--- src/verilog/eeprom_pkg.sv ---
package eeprom_pkg;

    localparam int ADDR_W = 11;

    // 24c16 device type, upper nibble of the control byte
    localparam logic [3:0] EEPROM_DEV_CODE = 4'b1010;

    typedef enum logic {
        OP_WRITE,
        OP_READ
    } eeprom_op_e;

    typedef enum logic [1:0] {
        CMD_START,  // also used for repeated start
        CMD_STOP,
        CMD_WRITE,
        CMD_READ
    } bus_cmd_e;

    typedef enum logic [3:0] {
        ST_IDLE,
        ST_START_A,
        ST_START_B,
        ST_START_C,
        ST_STOP_A,
        ST_STOP_B,
        ST_STOP_C,
        ST_DATA,
        ST_ACK,
        ST_DONE
    } engine_state_e;

    typedef enum logic [3:0] {
        TS_IDLE,
        TS_START,
        TS_CTRL_W,
        TS_ADDR,
        TS_DATA_W,
        TS_RESTART,
        TS_CTRL_R,
        TS_DATA_R,
        TS_STOP,
        TS_WAIT_ACK,
        TS_FINISH
    } txn_state_e;

endpackage

--- src/verilog/i2c_bit_engine.sv ---
`timescale 1ns/1ps

module i2c_bit_engine import eeprom_pkg::*; #(
    parameter int CLK_DIV = 4
) (
    input  logic       CLK,
    input  logic       RESET,
    input  logic       cmd_req,
    input  bus_cmd_e   cmd,
    input  logic [7:0] tx_byte,
    output logic       cmd_ack,
    output logic [7:0] rx_byte,
    output logic       nack,
    output logic       scl,
    output logic       sda_oe,
    input  logic       sda_in
);

    localparam int DIV_W = $clog2(CLK_DIV);

    engine_state_e    state;
    bus_cmd_e         cur_cmd;
    logic [DIV_W-1:0] div_cnt;
    logic [7:0]       shreg;
    logic [2:0]       bit_cnt;
    logic             half_hi;   // second half of a bit, scl high
    logic             sda_pend;  // sda_oe one cycle ahead
    logic             tick;
    logic             running;

    assign tick    = (div_cnt == DIV_W'(CLK_DIV - 1));
    assign running = (state != ST_IDLE) && (state != ST_DONE);

    always_ff @(posedge CLK)
    begin
        if (RESET)
        begin
            state    <= ST_IDLE;
            div_cnt  <= '0;
            bit_cnt  <= '0;
            half_hi  <= 1'b0;
            scl      <= 1'b1;
            sda_pend <= 1'b0;
            sda_oe   <= 1'b0;
            cmd_ack  <= 1'b0;
            nack     <= 1'b0;
        end
        else
        begin
            // sda follows scl by one clock so data never moves on an scl edge
            sda_oe <= sda_pend;

            if (running)
                div_cnt <= tick ? '0 : div_cnt + 1'b1;

            case (state)
                ST_IDLE:
                    if (cmd_req)
                    begin
                        cur_cmd <= cmd;
                        shreg   <= tx_byte;
                        div_cnt <= '0;
                        bit_cnt <= '0;
                        half_hi <= 1'b0;
                        scl     <= 1'b0;
                        case (cmd)
                            CMD_START: state <= ST_START_A;
                            CMD_STOP:  state <= ST_STOP_A;
                            default:   state <= ST_DATA;
                        endcase
                        case (cmd)
                            CMD_STOP:  sda_pend <= 1'b1;
                            CMD_WRITE: sda_pend <= ~tx_byte[7];
                            default:   sda_pend <= 1'b0;
                        endcase
                    end
                ST_START_A:
                    if (tick)
                    begin
                        scl   <= 1'b1;
                        state <= ST_START_B;
                    end
                ST_START_B:
                    if (tick)
                    begin
                        sda_pend <= 1'b1;  // sda falls, scl high
                        state    <= ST_START_C;
                    end
                ST_STOP_A:
                    if (tick)
                    begin
                        scl   <= 1'b1;
                        state <= ST_STOP_B;
                    end
                ST_STOP_B:
                    if (tick)
                    begin
                        sda_pend <= 1'b0;  // sda rises, scl high
                        state    <= ST_STOP_C;
                    end
                ST_START_C, ST_STOP_C:
                    if (tick)
                    begin
                        cmd_ack <= 1'b1;
                        state   <= ST_DONE;
                    end
                ST_DATA:
                    if (tick)
                    begin
                        half_hi <= ~half_hi;
                        scl     <= ~half_hi;
                        if (half_hi)
                        begin
                            if (cur_cmd == CMD_READ)
                                rx_byte <= {rx_byte[6:0], sda_in};
                            shreg <= {shreg[6:0], 1'b0};
                            if (bit_cnt == 3'd7)
                            begin
                                sda_pend <= 1'b0;  // ninth bit, line released
                                state    <= ST_ACK;
                            end
                            else
                            begin
                                bit_cnt  <= bit_cnt + 1'b1;
                                sda_pend <= (cur_cmd == CMD_WRITE) & ~shreg[6];
                            end
                        end
                    end
                ST_ACK:
                    if (tick)
                    begin
                        half_hi <= ~half_hi;
                        if (!half_hi)
                            scl <= 1'b1;
                        else
                        begin
                            nack    <= (cur_cmd == CMD_WRITE) & sda_in;
                            cmd_ack <= 1'b1;
                            state   <= ST_DONE;
                        end
                    end
                ST_DONE:
                    if (!cmd_req)
                    begin
                        cmd_ack <= 1'b0;
                        state   <= ST_IDLE;
                    end
                default: state <= ST_IDLE;
            endcase
        end
    end

endmodule

--- src/verilog/eeprom_txn_sequencer.sv ---
`timescale 1ns/1ps

module eeprom_txn_sequencer import eeprom_pkg::*; (
    input  logic              CLK,
    input  logic              RESET,
    input  logic              req,
    input  eeprom_op_e        op,
    input  logic [ADDR_W-1:0] addr,
    input  logic [7:0]        wdata,
    output logic              ack,
    output logic [7:0]        rdata,
    output logic              err,
    output logic              cmd_req,
    output bus_cmd_e          cmd,
    output logic [7:0]        tx_byte,
    input  logic              cmd_ack,
    input  logic [7:0]        rx_byte,
    input  logic              nack
);

    txn_state_e        state;
    txn_state_e        step;       // command in flight
    txn_state_e        next_step;
    eeprom_op_e        op_q;
    logic [ADDR_W-1:0] addr_q;
    logic [7:0]        wdata_q;

    always_ff @(posedge CLK)
    begin
        if (RESET)
        begin
            state     <= TS_IDLE;
            step      <= TS_IDLE;
            next_step <= TS_IDLE;
            ack       <= 1'b0;
            err       <= 1'b0;
            cmd_req   <= 1'b0;
        end
        else
        begin
            case (state)
                TS_IDLE:
                    if (req && !ack)
                    begin
                        op_q    <= op;
                        addr_q  <= addr;
                        wdata_q <= wdata;
                        err     <= 1'b0;
                        state   <= TS_START;
                    end
                TS_START, TS_RESTART:
                    begin
                        cmd     <= CMD_START;
                        cmd_req <= 1'b1;
                        step    <= state;
                        state   <= TS_WAIT_ACK;
                    end
                TS_CTRL_W, TS_CTRL_R:
                    begin
                        cmd     <= CMD_WRITE;
                        tx_byte <= {EEPROM_DEV_CODE, addr_q[10:8], state == TS_CTRL_R};
                        cmd_req <= 1'b1;
                        step    <= state;
                        state   <= TS_WAIT_ACK;
                    end
                TS_ADDR, TS_DATA_W:
                    begin
                        cmd     <= CMD_WRITE;
                        tx_byte <= (state == TS_ADDR) ? addr_q[7:0] : wdata_q;
                        cmd_req <= 1'b1;
                        step    <= state;
                        state   <= TS_WAIT_ACK;
                    end
                TS_DATA_R:
                    begin
                        cmd     <= CMD_READ;
                        cmd_req <= 1'b1;
                        step    <= state;
                        state   <= TS_WAIT_ACK;
                    end
                TS_STOP:
                    begin
                        cmd     <= CMD_STOP;
                        cmd_req <= 1'b1;
                        step    <= state;
                        state   <= TS_WAIT_ACK;
                    end
                TS_WAIT_ACK:
                    if (cmd_req && cmd_ack)
                    begin
                        cmd_req <= 1'b0;
                        if (cmd == CMD_WRITE && nack)
                        begin
                            err       <= 1'b1;  // no slave ack, abort
                            next_step <= TS_STOP;
                        end
                        else
                        begin
                            case (step)
                                TS_START:   next_step <= TS_CTRL_W;
                                TS_CTRL_W:  next_step <= TS_ADDR;
                                TS_ADDR:    next_step <= (op_q == OP_READ) ? TS_RESTART
                                                                           : TS_DATA_W;
                                TS_RESTART: next_step <= TS_CTRL_R;
                                TS_CTRL_R:  next_step <= TS_DATA_R;
                                TS_STOP:    next_step <= TS_FINISH;
                                default:    next_step <= TS_STOP;  // both data bytes
                            endcase
                        end
                        if (step == TS_DATA_R)
                            rdata <= rx_byte;
                    end
                    else if (!cmd_req && !cmd_ack)
                        state <= next_step;
                TS_FINISH:
                    if (!ack)
                        ack <= 1'b1;
                    else if (!req)
                    begin
                        ack   <= 1'b0;
                        state <= TS_IDLE;
                    end
                default: state <= TS_IDLE;
            endcase
        end
    end

endmodule

--- src/verilog/eeprom_ctrl_top.sv ---
`timescale 1ns/1ps

module eeprom_ctrl_top import eeprom_pkg::*; #(
    parameter int CLK_DIV = 4  // clk cycles per scl half-period
) (
    input  logic              CLK,
    input  logic              RESET,
    input  logic              req,
    input  eeprom_op_e        op,
    input  logic [ADDR_W-1:0] addr,
    input  logic [7:0]        wdata,
    output logic              ack,
    output logic [7:0]        rdata,
    output logic              err,
    output logic              scl,
    output logic              sda_oe,
    input  logic              sda_in
);

    // sequencer to bit engine
    logic       cmd_req;
    bus_cmd_e   cmd;
    logic [7:0] tx_byte;
    logic       cmd_ack;
    logic [7:0] rx_byte;
    logic       nack;

    eeprom_txn_sequencer eeprom_txn_sequencer_i (
        .CLK     (CLK),
        .RESET   (RESET),
        .req     (req),
        .op      (op),
        .addr    (addr),
        .wdata   (wdata),
        .ack     (ack),
        .rdata   (rdata),
        .err     (err),
        .cmd_req (cmd_req),
        .cmd     (cmd),
        .tx_byte (tx_byte),
        .cmd_ack (cmd_ack),
        .rx_byte (rx_byte),
        .nack    (nack)
    );

    i2c_bit_engine #(
        .CLK_DIV (CLK_DIV)
    ) i2c_bit_engine_i (
        .CLK     (CLK),
        .RESET   (RESET),
        .cmd_req (cmd_req),
        .cmd     (cmd),
        .tx_byte (tx_byte),
        .cmd_ack (cmd_ack),
        .rx_byte (rx_byte),
        .nack    (nack),
        .scl     (scl),
        .sda_oe  (sda_oe),
        .sda_in  (sda_in)
    );

endmodule

--- config.mk ---
export PLATFORM = sky130hd
export DESIGN_NAME = eeprom_ctrl_top
export DESIGN_NICKNAME = d
export VERILOG_FILES = /design/src/verilog/eeprom_pkg.sv /design/src/verilog/i2c_bit_engine.sv /design/src/verilog/eeprom_txn_sequencer.sv /design/src/verilog/eeprom_ctrl_top.sv
export SDC_FILE = /design/constraint.sdc
export NUM_CORES = 1
export LEC_CHECK = 0
export ABC_CLOCK_PERIOD_IN_PS = 3500
export BUFFER_PORTS_ARGS = -buffer_cell sky130_fd_sc_hd__clkbuf_2
export CORE_UTILIZATION = 53
export CTS_CLUSTER_SIZE = 30
export DETAILED_ROUTE_END_ITERATION = 6
export GPL_TIMING_DRIVEN = 0
export PLACE_DENSITY = 0.78
export SYNTH_ARGS = -nofsm -noshare
export SYNTH_HDL_FRONTEND = slang
export SYNTH_SLANG_ARGS = --single-unit
--- constraint.sdc ---
create_clock -name CLK -period 3.5 [get_ports CLK]
set_input_delay 0.7 -clock CLK [delete_from_list [all_inputs] [get_ports CLK]]
set_output_delay 0.7 -clock CLK [all_outputs]
set_load 0.01 [all_outputs]
==> results.toml, run 1 <==
[critical_path]
critPathRequiredTime_ps = 3480
crit_top_cell = "buf_2"
crit_path_start_kind = "register"
r2r-start = "i2c_bit_engine_i.state[0]$_SDFFE_PP0P_"
max_stage_delay_ps = 790
crit_type = "register to register"
crit_path_end_kind = "register"
r2r-end = "i2c_bit_engine_i.rx_byte[0]$_DFFE_PP_"
crit_arrival_ps = 2430
crit_fanout = 10
rrSetupSlack_ps = 1050
path_cells = "buf_2 -> buf_2 -> nand3_1 -> clkbuf_1 -> nor4_2"
reg2regPathDepth = 5
crit_slowest_cell = "nor4_2"

[cts]
h-tree-depth = 3
clockBufferDepth = 2
cts_tree = "yes"
cts_buffers = 9
ctsHoldBuffers = 0
clk_pin_slew_ps = 90
clk-insertion-delay-late_ps = 350
cts_root_buf = "clkbuf_8"
post-cts-setup-buffers = 0
numClockSinks = 85
cts_resized = 0

[synth]
synth_seq_area_share_pct = 57.9
synth.area.top_cells = "edfxtp_1 42%, dfxtp_1 15%, a21oi_1 4.2%"
synth_area_mm2 = 0.00389
synth_seq_cells = 85
avgSynthCellArea_um2 = 10.8
syn_inst = 360
syn-num-nets = 392
synth_cell_types = 65
synth_top_area_share_pct = 42.4
synth_ff_type = "edfxtp_1"
synth-edff-count = 55
async_flop_share_pct = 0
synth_warnings = 0
synth_area_leader_cell = "edfxtp_1"

[run]
maxCapViolCount = 0

[finish]
areaGrowthSynthToFinish_pct = 13.1
nets = 438
antenna_cells = 0
stdcell_count = 507
drive_gt1_share_pct = 17.0

[timing]
relSlewSlack_pct = 34.5
hold_viol_final = 0
setup_ws_ps = 1050
rsz0062_at_grt = "no"
period_needed_ps = 2450
fin_crit_sh_pct = 70.0
setup_viol = 0
fin_hold_ws_ps = 429
tightest_slew_ps = 975
timing.fmax_mhz = 408
setup_tns_ps = 0
slew_violations = 0
skew_ps = 9.46

[placement]
gp_congestion = 0.902
hpwlAfterDp_um = 5330
portBuffers = 34
dp_slack_ps = 499
place_inst = 491

[power_and_ir_drop]
internal_power_w = 0.00175
power_density_mw_per_mm2 = 597
comb_power_share_pct = 29.0
p_seq_share_pct = 46.1
clkPwrFrac_pct = 24.9
switchingPower_w = 0.000876
finalPower_w = 0.00263
switching_share_pct = 33.3
vdd_drop_max_mv = 0.340
p_leak_nw = 1.57

[die]
std_cell_rows = 30
dieArea_mm2 = 0.00769
core_mm2 = 0.00694
die_h_um = 87.7
die_x_um = 87.7
initial_core_util_pct = 56.1
io_pins = 36

[detailed_routing]
postRouteWirelength_um = 7450
drt_pass1_iterations = 6
wl_met2_um = 3430
num_vias = 2859
vias_per_cell = 5.64
ant_nets = 0
wl_met1_um = 3480
wire_per_inst_um = 14.7
drc_errors = 0
dr.max_layer_used = "met4"
drt_iter0_drc = 228
wl_met3_um = 397

[grt]
track_usage_pct = 21.4
grt_max_degree = 18
grt_pass1_vias = 2646
antenna_found_initial = 0
grt.overflow.total = 0
grt_pass1_wl_um = 12500

[min_path]
hp-class = "register to register"
min_to = "eeprom_txn_sequencer_i.rdata[7]$_DFFE_PP_"
min_path_cells = 0
holdCritStartpoint = "i2c_bit_engine_i.rx_byte[7]$_DFFE_PP_"

[outcome]
status = "finished clean"
## critical path: cells and delay by family, from the launching register on
family,cells,cell delay (ps)
flip-flops,1,450
AND/OR/NAND/NOR,2,900
buffers and inverters,3,720
## stage by stage
stage / cell area, µm² / utilization, %
final: 4400 / 63.4
after floorplan: 3900 / -
after global routing: 4400 / 63.4
after global placement: 4190 / 60.3
after CTS: 4400 / 63.3
after detailed placement: 4210 / 60.6
## registers in the layout, summed over array words and instances (netlist names), 2 cells and up
signal                            count
eeprom_txn_sequencer_i.rdata          8
eeprom_txn_sequencer_i.state          4
i2c_bit_engine_i.state                4
i2c_bit_engine_i.bit_cnt              3
eeprom_txn_sequencer_i.cmd            2
eeprom_txn_sequencer_i.addr_q        11
eeprom_txn_sequencer_i.tx_byte        8
eeprom_txn_sequencer_i.step           4
i2c_bit_engine_i.div_cnt              2
eeprom_txn_sequencer_i.wdata_q        8
i2c_bit_engine_i.rx_byte              8
i2c_bit_engine_i.shreg                7
eeprom_txn_sequencer_i.next_step      4
i2c_bit_engine_i.cur_cmd              2
## worst max-delay path by stage
| stage | slack [ps] | cells after the start | from | to |
|---|---|---|---|---|
| after global routing | 850 | 5 | i2c_bit_engine_i.state[0]$_SDFFE_PP0P_ | i2c_bit_engine_i.rx_byte[1]$_DFFE_PP_ |
| after floorplan | 740 | 3 | RESET | eeprom_txn_sequencer_i.addr_q[0]$_DFFE_PP_ |
| after global placement | 210 | 3 | RESET | eeprom_txn_sequencer_i.addr_q[4]$_DFFE_PP_ |
| final | 1050 | 5 | i2c_bit_engine_i.state[0]$_SDFFE_PP0P_ | i2c_bit_engine_i.rx_byte[0]$_DFFE_PP_ |
| after detailed placement | 500 | 3 | RESET | i2c_bit_engine_i.rx_byte[6]$_DFFE_PP_ |
| after CTS | 600 | 5 | i2c_bit_engine_i.state[0]$_SDFFE_PP0P_ | i2c_bit_engine_i.rx_byte[2]$_DFFE_PP_ |
## final cells by class
type / count / area [µm²]
Clock buffer: 10 / 138
Multi-Input combinational cell: 236 / 1490
Sequential cell: 85 / 2250
Timing Repair Buffer: 35 / 181
Inverter: 12 / 45.0
Clock inverter: 6 / 51.3
Buffer: 27 / 123
Tap cell: 96 / 120
Fill cell: 561 / 2540
## cells in the final DEF (no fill, tap or decap), drive strengths merged, types with 3 or more instances in the layout
cell type	instances
nand3	8
a21oi	33
a21o	3
a31oi	3
mux2i	12
nor3	6
nor4	5
edfxtp	55
buf	12
o22ai	3
nand2b	6
o21ai	10
nor2	34
nand2	38
inv	15
or3	5
o31ai	3
o2111ai	3
dfxtp	30
nor2b	4
clkbuf	60
nand4	6
a31o	3
and3	3
ha	8
a22oi	3
## metal layers
layer	global-route usage, %	vias up
li1	-	1418
met1	28.5	1327
met2	33.2	99
met3	5.47	15
met4	9.09	0
met5	0	-
## power by group through the flow
| stage | clock [W] | sequential, W | combinational [W] |
|---|---|---|---|
| 6_report | 0.000655 | 0.00121 | 0.000763 |
| 5_1_grt | 0.000706 | 0.00122 | 0.000832 |
| 4_1_cts | 0.000666 | 0.00121 | 0.000746 |
| 3_5_place_dp | 0 | 0.00124 | 0.000741 |
| 3_3_place_gp | 0 | 0.00123 | 0.000736 |
| 2_1_floorplan | 0 | 0.00122 | 0.000584 |
## logic make-up (layout without fill, tap and decap cells)
group           Yosys count  after routing  share of synthesized area, %
buf+inv                  39             90                          4.31
xor+xnor                  2              2                         0.450
fa+ha+maj                 9              9                          2.83
flops                    85             85                          57.9
mux                      13             13                          3.38
compound gates           82             82                          13.8
simple gates            130            130                          17.4
## synthesized netlist by cell type, drive strengths merged (3+ instances only)
| cell type | count |
|---|---|
| buf | 11 |
| ha | 8 |
| o21ai | 10 |
| o22ai | 3 |
| a31oi | 3 |
| edfxtp | 55 |
| nor2 | 34 |
| a21oi | 33 |
| nand3 | 8 |
| and3 | 3 |
| clkbuf | 16 |
| nor4 | 5 |
| inv | 12 |
| a21o | 3 |
| nor2b | 4 |
| nand2 | 38 |
| o2111ai | 3 |
| a31o | 3 |
| nor3 | 6 |
| nand4 | 6 |
| o31ai | 3 |
| mux2i | 12 |
| or3 | 5 |
| dfxtp | 30 |
| a22oi | 3 |
| nand2b | 6 |
Power figures use the tool's default switching activity.
==> inputs of run 2 (changes only) <==
--- a/config.mk
+++ b/config.mk
@@ -5,9 +5,9 @@
 export SDC_FILE = /design/constraint.sdc
 export NUM_CORES = 1
 export LEC_CHECK = 0
-export ABC_CLOCK_PERIOD_IN_PS = 3500
+export ABC_CLOCK_PERIOD_IN_PS = 2400
 export BUFFER_PORTS_ARGS = -buffer_cell sky130_fd_sc_hd__clkbuf_2
-export CORE_UTILIZATION = 53
+export CORE_UTILIZATION = 55
 export CTS_CLUSTER_SIZE = 30
 export DETAILED_ROUTE_END_ITERATION = 6
 export GPL_TIMING_DRIVEN = 0
==> constraint.sdc (replaced) <==
create_clock -name CLK -period 2.4 [get_ports CLK]
set_input_delay 0.48 -clock CLK [delete_from_list [all_inputs] [get_ports CLK]]
set_output_delay 0.48 -clock CLK [all_outputs]
set_load 0.01 [all_outputs]
==> results.toml, run 2 (same netlist as run 1, synthesis figures left out) <==
[outcome]
status = "finished clean"

[cts]
clk-insertion-delay-late_ps = 360
h-tree-depth = 3
post-cts-setup-buffers = 0
cts_buffers = 9
clockBufferDepth = 2
cts_tree = "yes"
numClockSinks = 85
cts_root_buf = "clkbuf_8"
clk_pin_slew_ps = 90
ctsHoldBuffers = 0

[timing]
setup_tns_ps = 0
timing.fmax_mhz = 447
hold_viol_final = 0
period_needed_ps = 2240
tightest_slew_ps = 1080
fin_hold_ws_ps = 286
rsz0062_at_grt = "no"
fin_crit_sh_pct = 93.3
slew_violations = 0
setup_viol = 0
relSlewSlack_pct = 27.6
skew_ps = 10.2
setup_ws_ps = 162

[finish]
antenna_cells = 0
nets = 438
final_core_utilization_pct = 64.8
top_register = "eeprom_txn_sequencer_i.addr_q"
mostFrequentLayoutCells = "55 x edfxtp_1, 38 x nand2_1, 34 x nor2_1, 34 x clkbuf_2, 33 x a21oi_1"
largest_register_ff_count = 11
drive_gt1_share_pct = 16.8
mostFrequentLayoutCell = "edfxtp_1"
fillerInstances = 567
areaGrowthSynthToFinish_pct = 13.7

[critical_path]
r2r-start = "eeprom_txn_sequencer_i.state[0]$_SDFFE_PP0P_"
crit_arrival_ps = 2230
crit_path_end_kind = "register"
crit_type = "register to register"
crit_fanout = 10
rrSetupSlack_ps = 160
critPathRequiredTime_ps = 2390
reg2regPathDepth = 4
crit_path_start_kind = "register"
r2r-end = "eeprom_txn_sequencer_i.addr_q[8]$_DFFE_PP_"

[placement]
portBuffers = 34
hpwlAfterDp_um = 5330
dp_slack_ps = -567
gp_congestion = 0.922

[grt]
grt_pass1_wl_um = 12400
grt_pass1_vias = 2707
grt.overflow.total = 0
grt_max_degree = 21
antenna_found_initial = 0
track_usage_pct = 22.0

[die]
die_h_um = 86.1
std_cell_rows = 30
initial_core_util_pct = 57.0
io_pins = 36
die_x_um = 86.1
core_mm2 = 0.00683
dieArea_mm2 = 0.00742

[min_path]
min_to = "eeprom_txn_sequencer_i.wdata_q[2]$_DFFE_PP_"
holdCritStartpoint = "wdata[2]"
min_path_cells = 1
hp-class = "primary input to register"

[detailed_routing]
wire_per_inst_um = 15.4
drt_iter0_drc = 180
postRouteWirelength_um = 7830
ant_nets = 0
num_vias = 2915
drc_errors = 0
vias_per_cell = 5.75
drt_pass1_iterations = 5

[run]
maxCapViolCount = 0

[power_and_ir_drop]
finalPower_w = 0.00393
power_density_mw_per_mm2 = 888
p_leak_nw = 1.57
vdd_drop_max_mv = 0.578
[run 2: cell count changes in the layout (fill, tap and decap cells not counted), sizes merged]
cell      previous run  this run
clkinvlp             1         3
inv                 15        14
buf                 12        11
clkinv               2         0
nor4                 5         6
bufinv               0         1
[run 2: routing by layer]
layer,vias to the layer above,GRT usage [%],part of all wire [%]
met5,-,0,0
met4,0,11.7,2.1
met3,19,5.29,6.4
met2,110,33.7,46
met1,1363,29.1,45
li1,1423,-,-
[run 2: worst max-delay path by stage]
stage	cells past startpoint	slack, ps	to	startpoint
finish	4	160	eeprom_txn_sequencer_i.addr_q[8]$_DFFE_PP_	eeprom_txn_sequencer_i.state[0]$_SDFFE_PP0P_
global route	5	0.2	i2c_bit_engine_i.rx_byte[3]$_DFFE_PP_	i2c_bit_engine_i.state[0]$_SDFFE_PP0P_
CTS	4	20	eeprom_txn_sequencer_i.addr_q[10]$_DFFE_PP_	eeprom_txn_sequencer_i.state[0]$_SDFFE_PP0P_
detailed placement	5	-570	i2c_bit_engine_i.rx_byte[6]$_DFFE_PP_	i2c_bit_engine_i.state[0]$_SDFFE_PP0P_
global placement	5	-450	i2c_bit_engine_i.rx_byte[7]$_DFFE_PP_	i2c_bit_engine_i.state[0]$_SDFFE_PP0P_
floorplan	5	30	i2c_bit_engine_i.rx_byte[0]$_DFFE_PP_	i2c_bit_engine_i.state[0]$_SDFFE_PP0P_
[run 2: power breakdown]
group,switching [W],internal (W)
Combinational,0.000679,0.000446
Clock,0.000541,0.000492
Sequential,0.0000798,0.00169
Total,0.00130,0.00263
[run 2: timing repair]
action,in CTS,in global routing
gates resized for setup,2,0
gates cloned,0,1
pin swaps,0,2
setup endpoints to repair,8,28
endpoints found under the hold margin,0,0
[run 2: critical path, stage by stage (launching register included)]
cell and delay (ps):
dfxtp_1 310, buf_2 160, or3_1 360, buf_2 200
nor4_2 830
[run 2: layout make-up]
cell class / instances / area (µm²) / area share [%]
Multi-Input combinational cell: 237 / 1520 / 34.2
Sequential cell: 85 / 2250 / 50.9
Tap cell: 96 / 120 / 2.71
Clock inverter: 6 / 72.6 / 1.64
Inverter: 12 / 45.0 / 1.02
Timing Repair Buffer: 34 / 170 / 3.85
Buffer: 27 / 123 / 2.77
Clock buffer: 10 / 128 / 2.88
[run 2: through the flow]
stage	cells	area, µm²
6_report	507	4430
5_1_grt	507	4430
4_1_cts	506	4410
3_5_place_dp	490	4200
3_3_place_gp	490	4200
2_1_floorplan	360	3910
==> inputs of run 3 (changes only) <==
--- a/config.mk
+++ b/config.mk
@@ -8,6 +8,7 @@
 export ABC_CLOCK_PERIOD_IN_PS = 2400
 export BUFFER_PORTS_ARGS = -buffer_cell sky130_fd_sc_hd__clkbuf_2
 export CORE_UTILIZATION = 55
+export CTS_BUF_LIST = sky130_fd_sc_hd__clkbuf_8
 export CTS_CLUSTER_SIZE = 30
 export DETAILED_ROUTE_END_ITERATION = 6
 export GPL_TIMING_DRIVEN = 0
==> results.toml, run 3 (same netlist as run 1, synthesis figures left out) <==
[detailed_routing]
ant_nets = 0
drt_pass1_iterations = 5
num_vias = 2915
drc_errors = 0
wire_per_inst_um = 15.4
postRouteWirelength_um = 7830
drt_iter0_drc = 180
vias_per_cell = 5.75

[grt]
track_usage_pct = 22.0
globalRouteMet3Util_pct = 5.29
grt_use_met1_pct = 29.1
grt.overflow.total = 0
grt_max_degree = 21
grt_pass1_vias = 2707
busiest_layer = "met2"
grt_pass1_wl_um = 12400
antenna_found_initial = 0
use_met2_pct = 33.7

[timing]
slew_violations = 0
setup_viol = 0
timing.fmax_mhz = 447
hold_viol_final = 0
relSlewSlack_pct = 27.6
fin_crit_sh_pct = 93.3
rsz0062_at_grt = "no"
setup_tns_ps = 0
period_needed_ps = 2240
skew_ps = 10.5
setup_ws_ps = 162
tightest_slew_ps = 1080
fin_hold_ws_ps = 285

[power_and_ir_drop]
p_leak_nw = 1.57
power_density_mw_per_mm2 = 887
vdd_drop_max_mv = 0.578

[critical_path]
reg2regPathDepth = 4
critPathTopFamily = "simple AND/OR/NAND/NOR gates"
max_stage_delay_ps = 830
crit_path_end_kind = "register"
path_buf_inv = 2
crit_fanout = 10
crit_type = "register to register"
crit_start = "eeprom_txn_sequencer_i.state[0]$_SDFFE_PP0P_"
crit_path_start_kind = "register"
path_cells = "buf_2 -> or3_1 -> buf_2 -> nor4_2"
crit_arrival_ps = 2230
r2r-end = "eeprom_txn_sequencer_i.addr_q[8]$_DFFE_PP_"
rrSetupSlack_ps = 160
crit_top_cell = "buf_2"
cp.depth = 4
crit_slowest_cell = "nor4_2"
r2r-start = "eeprom_txn_sequencer_i.state[0]$_SDFFE_PP0P_"
critPathRequiredTime_ps = 2390

[placement]
gp_congestion = 0.922
dp_slack_ps = -567
hpwlAfterDp_um = 5330
place_inst = 490
dpl_cell_area_mm2 = 0.00420
portBuffers = 34

[die]
initial_core_util_pct = 57.0
core_mm2 = 0.00683
dieArea_mm2 = 0.00742
die_x_um = 86.1
std_cell_rows = 30
die_h_um = 86.1
io_pins = 36

[finish]
areaGrowthSynthToFinish_pct = 13.7
nets = 438
drive_gt1_share_pct = 16.8
antenna_cells = 0
largest_register_ff_count = 11
top_register = "eeprom_txn_sequencer_i.addr_q"
mostFrequentLayoutCell = "edfxtp_1"
stdcell_count = 507
mostFrequentLayoutCells = "55 x edfxtp_1, 38 x nand2_1, 34 x nor2_1, 34 x clkbuf_2, 33 x a21oi_1"
fin_area_mm2 = 0.00443

[cts]
cts_root_buf = "clkbuf_8"
numClockSinks = 85
post-cts-setup-buffers = 0
clk_pin_slew_ps = 90
h-tree-depth = 3
clockBufferDepth = 2
cts_buffers = 9
clk-insertion-delay-late_ps = 360
cts_tree = "yes"

[min_path]
min_path_cells = 1
min_to = "eeprom_txn_sequencer_i.wdata_q[2]$_DFFE_PP_"
hp-class = "primary input to register"
holdCritStartpoint = "wdata[2]"

[outcome]
status = "finished clean"

[run]
maxCapViolCount = 0
[run 3: cell count changes in the layout (fill, tap and decap cells not counted), sizes merged]
| cell | delta |
|---|---|
| clkbuf | -1 |
| inv | +1 |
[run 3: cell type report]
type	instances	area, µm²
fill	567	2410
sequential	85	2250
multi-input combinational	237	1520
timing repair buffer	34	170
clock buffer	9	124
buffer	27	123
tap	96	120
clock inverter	7	76.3
inverter	12	45.0
[run 3: how the worst max path moves through the flow]
stage / to / slack, ps
floorplan: i2c_bit_engine_i.rx_byte[0]$_DFFE_PP_ / 30
global placement: i2c_bit_engine_i.rx_byte[7]$_DFFE_PP_ / -450
detailed placement: i2c_bit_engine_i.rx_byte[6]$_DFFE_PP_ / -570
CTS: eeprom_txn_sequencer_i.addr_q[10]$_DFFE_PP_ / 20
global route: i2c_bit_engine_i.rx_byte[3]$_DFFE_PP_ / 0.2
finish: eeprom_txn_sequencer_i.addr_q[8]$_DFFE_PP_ / 160
[run 3: metrics by stage]
step	util, %	total power [W]
2_1_floorplan	-	0.00264
3_3_place_gp	61.4	0.00287
3_5_place_dp	61.4	0.00289
4_1_cts	64.6	0.00390
5_1_grt	64.8	0.00411
6_report	64.8	0.00393
[run 3: metal layers]
metal | part of all wire (%) | vias up
met3 | 6.4 | 19
met2 | 46 | 110
met1 | 45 | 1363
met4 | 2.1 | 0
li1 | - | 1423
met5 | 0 | -
[run 3: report_power, final]
part	internal, W	leakage, nW	switching, W
Clock	0.000488	0.0952	0.000541
Sequential	0.00169	0.746	0.0000798
Combinational	0.000446	0.732	0.000679
[run 3: what timing repair did]
action                                  4_1_cts  5_1_grt
pin swaps                                     0        2
hold buffers                                  0        0
resized for setup                             2        0
cloned                                        0        1
endpoints found under the setup margin        8       28
